**config.mk**
```make
export PLATFORM = sky130hd
export DESIGN_NAME = uart_core
export DESIGN_NICKNAME = d
export VERILOG_FILES = /design/src/uart_cfg_pkg.sv /design/src/uart_reg_pkg.sv /design/src/uart_core.sv /design/src/uart_fifo.sv /design/src/uart_rx.sv /design/src/uart_rx_timer.sv /design/src/uart_tx.sv
export SDC_FILE = /design/constraint.sdc
export NUM_CORES = 2
export LEC_CHECK = 0
export BUFFER_PORTS_ARGS = -buffer_cell sky130_fd_sc_hd__buf_4
export CORE_MARGIN = 2
export CORE_UTILIZATION = 68
export CTS_CLUSTER_DIAMETER = 40
export DETAILED_ROUTE_END_ITERATION = 6
export PLACE_DENSITY_LB_ADDON = 0.12
export SLEW_MARGIN = 20
export SYNTH_ARGS = -nofsm -noshare
export SYNTH_HDL_FRONTEND = slang
export SYNTH_HIERARCHICAL = 1
export SYNTH_SLANG_ARGS = --single-unit
export TNS_END_PERCENT = 100
```
**constraint.sdc**
```tcl
create_clock -name clk_i -period 9.53 [get_ports clk_i]
set_input_delay 1.906 -clock clk_i [delete_from_list [all_inputs] [get_ports clk_i]]
set_output_delay 1.906 -clock clk_i [all_outputs]
set_load 0.05 [all_outputs]
```
**src/uart_cfg_pkg.sv**
```systemverilog
package uart_cfg_pkg;

  localparam int DATA_W     = 8;   // serial byte
  localparam int FIFO_DEPTH = 128;
  localparam int CNT_W      = 8;   // holds 0..FIFO_DEPTH

  typedef logic [15:0] baud_div_t; // clocks per bit

  typedef enum logic [1:0] {
    TX_IDLE,
    TX_START,
    TX_DATA,
    TX_STOP
  } tx_state_e;

  // the receiver confirms the start bit at half a bit
  typedef enum logic [1:0] {
    RX_IDLE,
    RX_START,
    RX_DATA,
    RX_STOP
  } rx_state_e;

endpackage

```
**src/uart_reg_pkg.sv**
```systemverilog
package uart_reg_pkg;

  // byte offsets on the register bus
  typedef enum logic [7:0] {
    ADDR_CTRL          = 8'd0,   // baud divisor, write
    ADDR_TX_DATA       = 8'd4,   // push to tx fifo
    ADDR_RX_DATA       = 8'd8,   // rx fifo head, pop on read
    ADDR_RX_EN         = 8'd12,
    ADDR_TX_EN         = 8'd16,
    ADDR_RX_STATUS     = 8'd20,  // timeout flag in bit 0
    ADDR_RX_STATUS_CLR = 8'd24,
    ADDR_TX_FLUSH      = 8'd28,
    ADDR_RX_TIMEOUT    = 8'd40,  // idle clocks before timeout
    ADDR_RX_FLUSH      = 8'd44,
    ADDR_RX_COUNT      = 8'd52   // rx fifo occupancy
  } reg_addr_e;

  typedef struct packed {
    uart_cfg_pkg::baud_div_t baud_div;
    logic                    rx_en;
    logic                    tx_en;
    logic [31:0]             rx_timeout;  // 0 disables the timer
  } uart_ctrl_t;

endpackage

```
**src/uart_core.sv**
```systemverilog
`timescale 1ns/1ps

module uart_core (
  input  logic        clk_i,
  input  logic        rst_ni,
  input  logic        ren_i,
  input  logic        we_i,
  input  logic [7:0]  addr_i,
  input  logic [31:0] wdata_i,
  output logic [31:0] rdata_o,
  output logic        tx_o,
  input  logic        rx_i,
  output logic        intr_tx_o,
  output logic        intr_rx_o
);

  uart_reg_pkg::uart_ctrl_t        ctrl_q;
  uart_reg_pkg::reg_addr_e         addr;
  logic                            wr_en;
  logic                            status_q;
  logic                            status_clr;
  logic                            intr_tx_q;

  logic                            tx_push;
  logic                            tx_flush;
  logic                            tx_empty;
  logic                            tx_start;
  logic                            tx_busy;
  logic                            tx_done;
  logic [uart_cfg_pkg::DATA_W-1:0] tx_head;

  logic                            rx_pop;
  logic                            rx_flush;
  logic                            rx_gated;
  logic                            rx_valid;
  logic                            rx_start;
  logic                            rx_timeout;
  logic [uart_cfg_pkg::DATA_W-1:0] rx_byte;
  logic [uart_cfg_pkg::DATA_W-1:0] rx_head;
  logic [uart_cfg_pkg::CNT_W-1:0]  rx_count;

  assign addr  = uart_reg_pkg::reg_addr_e'(addr_i);
  assign wr_en = we_i & ~ren_i;

  assign tx_push    = wr_en && (addr == uart_reg_pkg::ADDR_TX_DATA);
  assign tx_flush   = wr_en && (addr == uart_reg_pkg::ADDR_TX_FLUSH) && wdata_i[0];
  assign rx_flush   = wr_en && (addr == uart_reg_pkg::ADDR_RX_FLUSH) && wdata_i[0];
  assign status_clr = wr_en && (addr == uart_reg_pkg::ADDR_RX_STATUS_CLR);
  assign rx_pop     = ren_i && (addr == uart_reg_pkg::ADDR_RX_DATA);

  // next frame as soon as the engine is free
  assign tx_start = ctrl_q.tx_en & ~tx_empty & ~tx_busy;
  assign rx_gated = ctrl_q.rx_en ? rx_i : 1'b1;

  always_ff @(posedge clk_i or negedge rst_ni) begin
    if (!rst_ni) begin
      ctrl_q <= '0;
    end else if (wr_en) begin
      case (addr)
        uart_reg_pkg::ADDR_CTRL:       ctrl_q.baud_div   <= wdata_i[15:0];
        uart_reg_pkg::ADDR_RX_EN:      ctrl_q.rx_en      <= wdata_i[0];
        uart_reg_pkg::ADDR_TX_EN:      ctrl_q.tx_en      <= wdata_i[0];
        uart_reg_pkg::ADDR_RX_TIMEOUT: ctrl_q.rx_timeout <= wdata_i;
        default:                       ctrl_q            <= ctrl_q;
      endcase
    end
  end

  uart_fifo u_tx_fifo (
    .clk_i   ( clk_i              ),
    .rst_ni  ( rst_ni             ),
    .push_i  ( tx_push            ),
    .pop_i   ( tx_start           ),  // pops at the start pulse
    .flush_i ( tx_flush           ),
    .wdata_i ( wdata_i[7:0]       ),
    .rdata_o ( tx_head            ),
    .empty_o ( tx_empty           ),
    .full_o  (                    ),
    .count_o (                    )
  );

  uart_tx u_tx (
    .clk_i      ( clk_i           ),
    .rst_ni     ( rst_ni          ),
    .start_i    ( tx_start        ),
    .data_i     ( tx_head         ),
    .baud_div_i ( ctrl_q.baud_div ),
    .busy_o     ( tx_busy         ),
    .done_o     ( tx_done         ),
    .tx_o       ( tx_o            )
  );

  uart_rx u_rx (
    .clk_i      ( clk_i           ),
    .rst_ni     ( rst_ni          ),
    .rx_i       ( rx_gated        ),
    .baud_div_i ( ctrl_q.baud_div ),
    .start_o    ( rx_start        ),
    .valid_o    ( rx_valid        ),
    .data_o     ( rx_byte         )
  );

  uart_fifo u_rx_fifo (
    .clk_i   ( clk_i     ),
    .rst_ni  ( rst_ni    ),
    .push_i  ( rx_valid  ),
    .pop_i   ( rx_pop    ),
    .flush_i ( rx_flush  ),
    .wdata_i ( rx_byte   ),
    .rdata_o ( rx_head   ),
    .empty_o (           ),
    .full_o  (           ),
    .count_o ( rx_count  )
  );

  uart_rx_timer u_rx_timer (
    .clk_i     ( clk_i             ),
    .rst_ni    ( rst_ni            ),
    .en_i      ( ctrl_q.rx_en      ),
    .start_i   ( rx_start          ),
    .limit_i   ( ctrl_q.rx_timeout ),
    .timeout_o ( rx_timeout        )
  );

  // sticky timeout, set wins over clear
  always_ff @(posedge clk_i or negedge rst_ni) begin
    if (!rst_ni) begin
      status_q <= 1'b0;
    end else if (rx_timeout) begin
      status_q <= 1'b1;
    end else if (status_clr) begin
      status_q <= 1'b0;
    end
  end

  always_ff @(posedge clk_i or negedge rst_ni) begin
    if (!rst_ni) begin
      intr_tx_q <= 1'b0;
    end else begin
      intr_tx_q <= tx_done & tx_empty;  // last queued byte gone
    end
  end

  assign intr_tx_o = intr_tx_q;
  assign intr_rx_o = status_q;

  always_comb begin
    case (addr)
      uart_reg_pkg::ADDR_RX_STATUS: rdata_o = {31'b0, status_q};
      uart_reg_pkg::ADDR_RX_DATA:   rdata_o = 32'(rx_head);
      uart_reg_pkg::ADDR_RX_COUNT:  rdata_o = 32'(rx_count);
      default:                      rdata_o = '0;
    endcase
  end

endmodule

```
**src/uart_fifo.sv**
```systemverilog
`timescale 1ns/1ps

module uart_fifo (
  input  logic                           clk_i,
  input  logic                           rst_ni,
  input  logic                           push_i,
  input  logic                           pop_i,
  input  logic                           flush_i,
  input  logic [uart_cfg_pkg::DATA_W-1:0] wdata_i,
  output logic [uart_cfg_pkg::DATA_W-1:0] rdata_o,
  output logic                           empty_o,
  output logic                           full_o,
  output logic [uart_cfg_pkg::CNT_W-1:0]  count_o
);

  logic [uart_cfg_pkg::DATA_W-1:0] mem_q [uart_cfg_pkg::FIFO_DEPTH];
  logic [uart_cfg_pkg::CNT_W-2:0]  wr_ptr_q;  // wraps at the depth
  logic [uart_cfg_pkg::CNT_W-2:0]  rd_ptr_q;
  logic [uart_cfg_pkg::CNT_W-1:0]  count_q;
  logic                            do_push;
  logic                            do_pop;

  assign empty_o = (count_q == '0);
  assign full_o  = (count_q == uart_cfg_pkg::CNT_W'(uart_cfg_pkg::FIFO_DEPTH));
  assign count_o = count_q;
  assign rdata_o = mem_q[rd_ptr_q];  // first word falls through

  assign do_push = push_i & ~full_o;   // dropped when full
  assign do_pop  = pop_i & ~empty_o;

  always_ff @(posedge clk_i) begin
    if (do_push && !flush_i) begin
      mem_q[wr_ptr_q] <= wdata_i;
    end
  end

  always_ff @(posedge clk_i or negedge rst_ni) begin
    if (!rst_ni) begin
      wr_ptr_q <= '0;
      rd_ptr_q <= '0;
      count_q  <= '0;
    end else if (flush_i) begin
      wr_ptr_q <= '0;
      rd_ptr_q <= '0;
      count_q  <= '0;
    end else begin
      if (do_push) begin
        wr_ptr_q <= wr_ptr_q + 1'b1;
      end
      if (do_pop) begin
        rd_ptr_q <= rd_ptr_q + 1'b1;
      end
      case ({do_push, do_pop})
        2'b10:   count_q <= count_q + 1'b1;
        2'b01:   count_q <= count_q - 1'b1;
        default: count_q <= count_q;  // both or neither
      endcase
    end
  end

endmodule

```
**src/uart_rx.sv**
```systemverilog
`timescale 1ns/1ps

module uart_rx (
  input  logic                            clk_i,
  input  logic                            rst_ni,
  input  logic                            rx_i,
  input  uart_cfg_pkg::baud_div_t         baud_div_i,
  output logic                            start_o,
  output logic                            valid_o,
  output logic [uart_cfg_pkg::DATA_W-1:0] data_o
);

  uart_cfg_pkg::rx_state_e         state_q;
  uart_cfg_pkg::baud_div_t         clk_cnt_q;
  uart_cfg_pkg::baud_div_t         half_div;
  logic [2:0]                      bit_idx_q;
  logic [uart_cfg_pkg::DATA_W-1:0] shift_q;
  logic                            rx_meta_q;
  logic                            rx_sync_q;
  logic                            start_q;
  logic                            valid_q;
  logic                            bit_end;
  logic                            half_end;

  assign half_div = baud_div_i >> 1;
  assign bit_end  = (clk_cnt_q == baud_div_i - 16'd1);
  assign half_end = (clk_cnt_q == half_div - 16'd1);
  assign start_o  = start_q;
  assign valid_o  = valid_q;
  assign data_o   = shift_q;

  // two-flop synchronizer
  always_ff @(posedge clk_i or negedge rst_ni) begin
    if (!rst_ni) begin
      rx_meta_q <= 1'b1;
      rx_sync_q <= 1'b1;
    end else begin
      rx_meta_q <= rx_i;
      rx_sync_q <= rx_meta_q;
    end
  end

  always_ff @(posedge clk_i or negedge rst_ni) begin
    if (!rst_ni) begin
      state_q   <= uart_cfg_pkg::RX_IDLE;
      clk_cnt_q <= '0;
      bit_idx_q <= '0;
      start_q   <= 1'b0;
      valid_q   <= 1'b0;
    end else begin
      start_q   <= 1'b0;
      valid_q   <= 1'b0;
      clk_cnt_q <= clk_cnt_q + 16'd1;
      case (state_q)
        uart_cfg_pkg::RX_IDLE: begin
          clk_cnt_q <= '0;
          if (!rx_sync_q) begin
            state_q <= uart_cfg_pkg::RX_START;
          end
        end
        uart_cfg_pkg::RX_START: begin
          if (half_end) begin
            clk_cnt_q <= '0;
            if (!rx_sync_q) begin  // still low at mid start bit
              start_q   <= 1'b1;
              bit_idx_q <= '0;
              state_q   <= uart_cfg_pkg::RX_DATA;
            end else begin
              state_q <= uart_cfg_pkg::RX_IDLE;  // glitch
            end
          end
        end
        uart_cfg_pkg::RX_DATA: begin
          if (bit_end) begin
            clk_cnt_q <= '0;
            bit_idx_q <= bit_idx_q + 3'd1;
            if (bit_idx_q == 3'(uart_cfg_pkg::DATA_W - 1)) begin
              state_q <= uart_cfg_pkg::RX_STOP;
            end
          end
        end
        uart_cfg_pkg::RX_STOP: begin
          if (bit_end) begin
            valid_q <= 1'b1;  // stop bit level not checked
            state_q <= uart_cfg_pkg::RX_IDLE;
          end
        end
        default: state_q <= uart_cfg_pkg::RX_IDLE;
      endcase
    end
  end

  always_ff @(posedge clk_i) begin
    if (state_q == uart_cfg_pkg::RX_DATA && bit_end) begin
      shift_q <= {rx_sync_q, shift_q[uart_cfg_pkg::DATA_W-1:1]};  // lsb first
    end
  end

endmodule

```
**src/uart_rx_timer.sv**
```systemverilog
`timescale 1ns/1ps

module uart_rx_timer (
  input  logic        clk_i,
  input  logic        rst_ni,
  input  logic        en_i,
  input  logic        start_i,
  input  logic [31:0] limit_i,
  output logic        timeout_o
);

  logic [31:0] cnt_q;
  logic        run;

  // counts only while enabled and below the limit
  assign run = en_i && !start_i && (limit_i != '0) && (cnt_q < limit_i);

  always_ff @(posedge clk_i or negedge rst_ni) begin
    if (!rst_ni) begin
      cnt_q     <= '0;
      timeout_o <= 1'b0;
    end else begin
      timeout_o <= 1'b0;
      if (!en_i || start_i) begin
        cnt_q <= '0;  // new frame or receiver off
      end else if (run) begin
        cnt_q <= cnt_q + 32'd1;
        if (cnt_q == limit_i - 32'd1) begin
          timeout_o <= 1'b1;  // once, counter parks at limit
        end
      end
    end
  end

endmodule

```
**src/uart_tx.sv**
```systemverilog
`timescale 1ns/1ps

module uart_tx (
  input  logic                            clk_i,
  input  logic                            rst_ni,
  input  logic                            start_i,
  input  logic [uart_cfg_pkg::DATA_W-1:0] data_i,
  input  uart_cfg_pkg::baud_div_t         baud_div_i,
  output logic                            busy_o,
  output logic                            done_o,
  output logic                            tx_o
);

  uart_cfg_pkg::tx_state_e         state_q;
  uart_cfg_pkg::baud_div_t         clk_cnt_q;
  logic [2:0]                      bit_idx_q;
  logic [uart_cfg_pkg::DATA_W-1:0] shift_q;
  logic                            tx_q;
  logic                            done_q;
  logic                            bit_end;

  assign bit_end = (clk_cnt_q == baud_div_i - 16'd1);
  assign busy_o  = (state_q != uart_cfg_pkg::TX_IDLE);
  assign done_o  = done_q;
  assign tx_o    = tx_q;

  always_ff @(posedge clk_i or negedge rst_ni) begin
    if (!rst_ni) begin
      state_q   <= uart_cfg_pkg::TX_IDLE;
      clk_cnt_q <= '0;
      bit_idx_q <= '0;
      tx_q      <= 1'b1;  // line idles high
      done_q    <= 1'b0;
    end else begin
      done_q <= 1'b0;
      if (state_q != uart_cfg_pkg::TX_IDLE) begin
        clk_cnt_q <= bit_end ? '0 : clk_cnt_q + 16'd1;
      end
      case (state_q)
        uart_cfg_pkg::TX_IDLE: begin
          if (start_i) begin
            tx_q      <= 1'b0;  // start bit
            clk_cnt_q <= '0;
            state_q   <= uart_cfg_pkg::TX_START;
          end
        end
        uart_cfg_pkg::TX_START: begin
          if (bit_end) begin
            tx_q      <= shift_q[0];
            bit_idx_q <= '0;
            state_q   <= uart_cfg_pkg::TX_DATA;
          end
        end
        uart_cfg_pkg::TX_DATA: begin
          if (bit_end) begin
            if (bit_idx_q == 3'(uart_cfg_pkg::DATA_W - 1)) begin
              tx_q    <= 1'b1;  // stop bit
              state_q <= uart_cfg_pkg::TX_STOP;
            end else begin
              tx_q      <= shift_q[1];
              bit_idx_q <= bit_idx_q + 3'd1;
            end
          end
        end
        uart_cfg_pkg::TX_STOP: begin
          if (bit_end) begin
            done_q  <= 1'b1;
            state_q <= uart_cfg_pkg::TX_IDLE;
          end
        end
        default: state_q <= uart_cfg_pkg::TX_IDLE;
      endcase
    end
  end

  // payload shift register, lsb first
  always_ff @(posedge clk_i) begin
    if (state_q == uart_cfg_pkg::TX_IDLE && start_i) begin
      shift_q <= data_i;
    end else if (state_q == uart_cfg_pkg::TX_DATA && bit_end) begin
      shift_q <= shift_q >> 1;
    end
  end

endmodule
```
# Yosys cells after proc, flatten, opt, wreduce, memory -nomap -nowiden
# Memories as Yosys holds them, arrays and structs flattened.
# Index checks and enable logic that the tools add are counted.
# word_totals
regBits	193
ramBits	2048
inputBits	45
output_inout_bits	35
word_cells	216
memories	2
# mem_list
name	words	width	read_ports	rd_clocked_by_memory_dff	wr	line_no	rtl
u_rx_fifo.mem_q	128	8	1	0	1	uart_fifo.sv:16	logic [uart_cfg_pkg::DATA_W-1:0] mem_q [uart_cfg_pkg::FIFO_DEPTH];
u_tx_fifo.mem_q	128	8	1	0	1	uart_fifo.sv:16	
# op_classes
n_addsub	16
order_cmp	1
eq_ne	40
mux	67
bitwise	14
n_reduce_logical	48
# op_table
op	n
$mux 16	6
$mux 32	2
$mux 7	8
$eq 16x16->1	3
$pmux 16 s3	1
$add 16x1->16 const B	2
$add 32x1->32 const B	1
$eq 32x32->1	1
$eq 8x5->1 const B	4
$lt 32x32->1	1
$mux 8	4
$pmux 8 s2	2
$reduce_bool 32->1	1
$sub 32x1->32 const B	1
$add 7x1->7 const B	4
$eq 8x6->1 const B	3
$logic_not 8->1	3
$pmux 8 s3	1
$mux 2	11
$mux 1	21
$reduce_bool 2->1	10
$mux 3	6
$ne 2x1->1 const B	9
$add 8x1->8 const B	2
other kinds (24)	79

# Longest topological paths before layout
# logic_depth
ltp_word	8
ltp_mapped	13

# By module
# Netlist, hierarchy kept.
# by_module_without_submodules
module	instances	cells_each	area_each_um2
uart_fifo (u_rx_fifo)	1	2093	41284.6
uart_fifo (u_tx_fifo)	1	2094	41280.8
uart_rx_timer	1	459	3648.5
uart_rx	1	285	2529.9
uart_core	1	169	2519.9
uart_tx	1	246	2401.1

# Worst setup path after synthesis
# Ideal clock, no wire load.
# synth_timing
path_type	in2reg
from	input addr_i[5]
to	register u_rx_fifo.count_q (netlist bit u_rx_fifo/count_o[7])
setup_ns	0.100
arrival_time_ns	5.364
required_time_ns	9.430
slack_ns	4.065
path_stages	13
cell_sequence	clkbuf_1 > nor2_1 > and3_1 > clkbuf_1 > and2_1 > inv_1 > nor3_1 > ha_1 > a21o_1 > a211o_1 > a2111oi_0 > a2111oi_0 > nor4bb_1
# synth_between
elab_chain_len	6
# synth_lines
item	line_no	rtl
start: declaration	uart_core.sv:8	input logic [7:0] addr_i,
$eq 8x4->1 *	uart_core.sv:49	assign rx_pop = ren_i && (addr == uart_reg_pkg::ADDR_RX_DATA);
$logic_and 1x1->1 *	uart_core.sv:49	
named net rx_pop	uart_core.sv:32	logic rx_pop;
$and 1x1->1 *	uart_fifo.sv:29	assign do_pop = pop_i & ~empty_o;
$eq 2x1->1 or $eq 2x2->1 (tied branches)	uart_fifo.sv:53	case ({do_push, do_pop})
$pmux 8 s2	uart_fifo.sv:53	
$mux 8	uart_fifo.sv:42	end else if (flush_i) begin
end signal: assignment	uart_fifo.sv:54	2'b10: count_q <= count_q + 1'b1;
end signal: assignment	uart_fifo.sv:55	2'b01: count_q <= count_q - 1'b1;
end signal: assignment	uart_fifo.sv:56	default: count_q <= count_q;
end: declaration	uart_fifo.sv:19	logic [uart_cfg_pkg::CNT_W-1:0] count_q;
# The timed path passes the listed nets; every way through them passes the cells marked *.
# A chain may end at the register's enable or synchronous reset.

# Final worst setup path
# layout_timing
from	register u_rx_fifo/rd_ptr_q[0] (netlist name)
to	output rdata_o[7]
# layout_between
elab_chain_len	2
# layout_lines
item	line_no	rtl
start: declaration	uart_fifo.sv:18	logic [uart_cfg_pkg::CNT_W-2:0] rd_ptr_q;
start signal: assignment	uart_fifo.sv:51	rd_ptr_q <= rd_ptr_q + 1'b1;
$mem_v2 128x8	n/a	
named net rx_head (one bit)	uart_core.sv:39	logic [uart_cfg_pkg::DATA_W-1:0] rx_head;
$pmux 8 s3	uart_core.sv:148	case (addr)
end: declaration	uart_core.sv:10	output logic [31:0] rdata_o,
# The timed path passes the listed nets, and every way through them passes these cells.

==> results.toml <==
[run_status]
outcome = "finished, final reports clean"

[layout]
antenna_cells = 0
layout-drive-gt1-share_pct = 20.1
postLayoutCellArea_mm2 = 0.104
areaGrowthSynthToFinish_pct = 11.2
fin_nets = 5578

[clock_network]
cts_hold_buf = 0
root_buffer = "clkbuf_16"
clock_latency_ps = 900
clk_pin_slew_ps = 60
clock_sinks = 2241
post_cts_buffers = 0
cts_tree = "done"
cts_resized = 0
cts_buffers = 279
clk_path_buf_depth = 4
cts-htree-levels = 5

[place]
place_area_mm2 = 0.0953
dp_hpwl_mm = 134
place_ws_ps = 3180
numPortBuffers = 55
gp_congestion = 0.940

[grt]
antenna_found_initial = 0
track_usage_pct = 32.9
gr-total-overflow = 0
grt_pass1_wl_mm = 341
grt_pass1_vias = 51700
grt_max_degree = 120

[setup_path]
start_kind = "flip-flop"
end_kind = "primary output"
ff2ff_path_depth = 8
worst-path-max-fanout = 47
worstSetupPathType = "flip-flop to primary output"
cp_data_required_time_ps = 7620
ff2ff_setup_slack_ps = 4830
r2r-end = "u_tx/shift_q[7]$_SDFFCE_PN0P_"
r2r_start = "u_tx_fifo/rd_ptr_q[0]$_DFFE_PN0P_"
crit_arrival_ps = 5250

[route]
ant_nets = 0
via_per_inst = 7.00
totalWireLength_mm = 229
drtIter0Drc = 7082
vias = 52200
drc = 0
first_pass_iters = 6
wire_per_inst_um = 30.7

[floorplan]
core_mm2 = 0.137
dieArea_mm2 = 0.141
die-height_um = 375
initial_utilization_pct = 68.3
rows = 136
top_level_ports = 80
dieWidth_um = 375

[synthesis]
async_flop_share_pct = 7.90
syn_avg_cell_area_um2 = 17.5
synth-xor-area-share_pct = 1.42
synthCells = 5346
ys_types = 105
synthTopCellsByCount = "2064 x edfxtp_1, 390 x mux4_2, 384 x nor2_1"
synth_top_area_cell = "edfxtp_1"
synth_compound_area_share_pct = 5.24
ys_seq_elements = 2241
synth_edf_count = 2064
netlist.area_leader.share_pct = 66.2
yosys.area_share.simple_pct = 6.02
synth_area_leaders = "edfxtp_1 66%, mux4_2 9.4%, dfrtp_1 4.6%"
yosysSeqAreaShare_pct = 70.9
synthMuxAreaShare_pct = 13.2
ys.flop_type = "edfxtp_1"
synth_top_family_by_area = "multiplexers"
syn_area_mm2 = 0.0937
synth-adder-area-share_pct = 0.898
yosysMostFrequentCell = "edfxtp_1"
yosys_warnings = 6

[power]
peakVddDrop_mv = 0.245
power_density_mw_per_mm2 = 234
finalPower_mw = 24.4
leakage_nw = 30.8

[sta]
fin_setup_tns_ps = 0
drv_slew = 0
period_needed_ps = 7160
fin_crit_sh_pct = 75.1
setup_viol = 0
maxSlewHeadroom_pct = 18.7
max_freq_mhz = 140
fin_ws_ps = 2370
rsz0062_at_grt = "false"
max_slew.worst_pin.slew_ps = 1220
fin_skew_ps = 50.8
hold_viol = 0

[flow_run]
maxCapViolCount = 0

[min_path]
min_from = "u_rx/rx_meta_q$_DFF_PN1_"
holdPathEnd = "u_rx/rx_sync_q$_DFF_PN1_"
hold_path_depth = 0
hp-class = "flip-flop to flip-flop"
[state kept, by name, indices dropped and copies added (netlist names), 16 cells and up, named ones only]
register          flops
u_tx_fifo/mem_q    1024
u_rx/clk_cnt_q       16
u_rx_fifo/mem_q    1024
u_rx_timer/cnt_q     32
u_tx/clk_cnt_q       16
ctrl_q               50
[cell usage in the layout, fill, tap and decap left out, types with 70 or more instances in the layout]
cell          n
dfrtp_1     168
edfxtp_1   2064
nand2_1     227
xor2_1       70
nand3_1      92
mux2i_1     227
nor2_1      379
a21oi_1      88
a22oi_1      94
xnor2_1      80
a211oi_1     83
clkbuf_16   286
mux4_2      390
mux2_2       72
buf_4       140
[area by class of cell]
cell class	instances	area, um^2
timing repair buffer	147	1190
inverter	68	255
fill	7557	33000
clock inverter	143	1500
clock buffer	328	7350
sequential	2241	66400
tap	1794	2240
multi-input combinational	2730	25200
[worst max path at each step]
stage | endpoint | depth (start not counted) | slack (ps) | startpoint
6_report | rdata_o[7] | 9 | 2370 | u_rx_fifo/rd_ptr_q[0]$_DFFE_PN0P_
5_1_grt | rdata_o[7] | 9 | 2120 | u_rx_fifo/rd_ptr_q[0]$_DFFE_PN0P_
4_1_cts | rdata_o[7] | 9 | 2330 | u_rx_fifo/rd_ptr_q[0]$_DFFE_PN0P_
3_5_place_dp | u_tx_fifo/mem_q[6][4]$_DFFE_PP_ | 7 | 3180 | addr_i[7]
3_3_place_gp | rdata_o[7] | 9 | 3280 | u_rx_fifo/rd_ptr_q[0]$_DFFE_PN0P_
2_1_floorplan | u_rx_fifo/count_o[7]$_DFFE_PN0P_ | 13 | 4070 | addr_i[5]
[routing by layer]
metal	track usage, %	vias to the layer above	routed length, um
met2	51.8	3258	110000
met5	0	-	0
met4	14.6	0	11100
li1	-	21700	-
met1	46.4	26600	86100
met3	5.39	608	21300
[kinds of logic (layout without fill, tap and decap cells)]
kind of cell | Yosys count | count (layout)
other cells | 1 | 24
xor+xnor | 151 | 151
fa+ha+maj | 66 | 66
mux | 720 | 720
simple gates | 1115 | 1115
compound gates | 654 | 654
buf+inv | 398 | 686
flops | 2241 | 2241
[metrics by stage]
step                hold slack, ps  cells  util [%]
global route                   367   7451      76.0
global placement               349   6979      69.5
finish                         359   7451      76.0
detailed placement             353   6979      69.5
CTS                            363   7450      75.9
floorplan                      345   5369         -
[power by group]
part / total, mW / internal (mW) / switching, mW
sequential: 10.9 / 10.7 / 0.208
clock: 10.1 / 6.14 / 3.99
combinational: 3.30 / 1.35 / 1.95
total: 24.4 / 18.2 / 6.14
[critical path, stage by stage, from the launching register on]
cell and delay, ps:
dfrtp_4 1070, buf_4 650, buf_4 360, mux4_2 520, a22o_1 240, a211oi_1 310, a211o_1 350, a32oi_1 320
a22o_1 290, buf_4 190
Note: power is estimated with default switching activity, not from simulation.
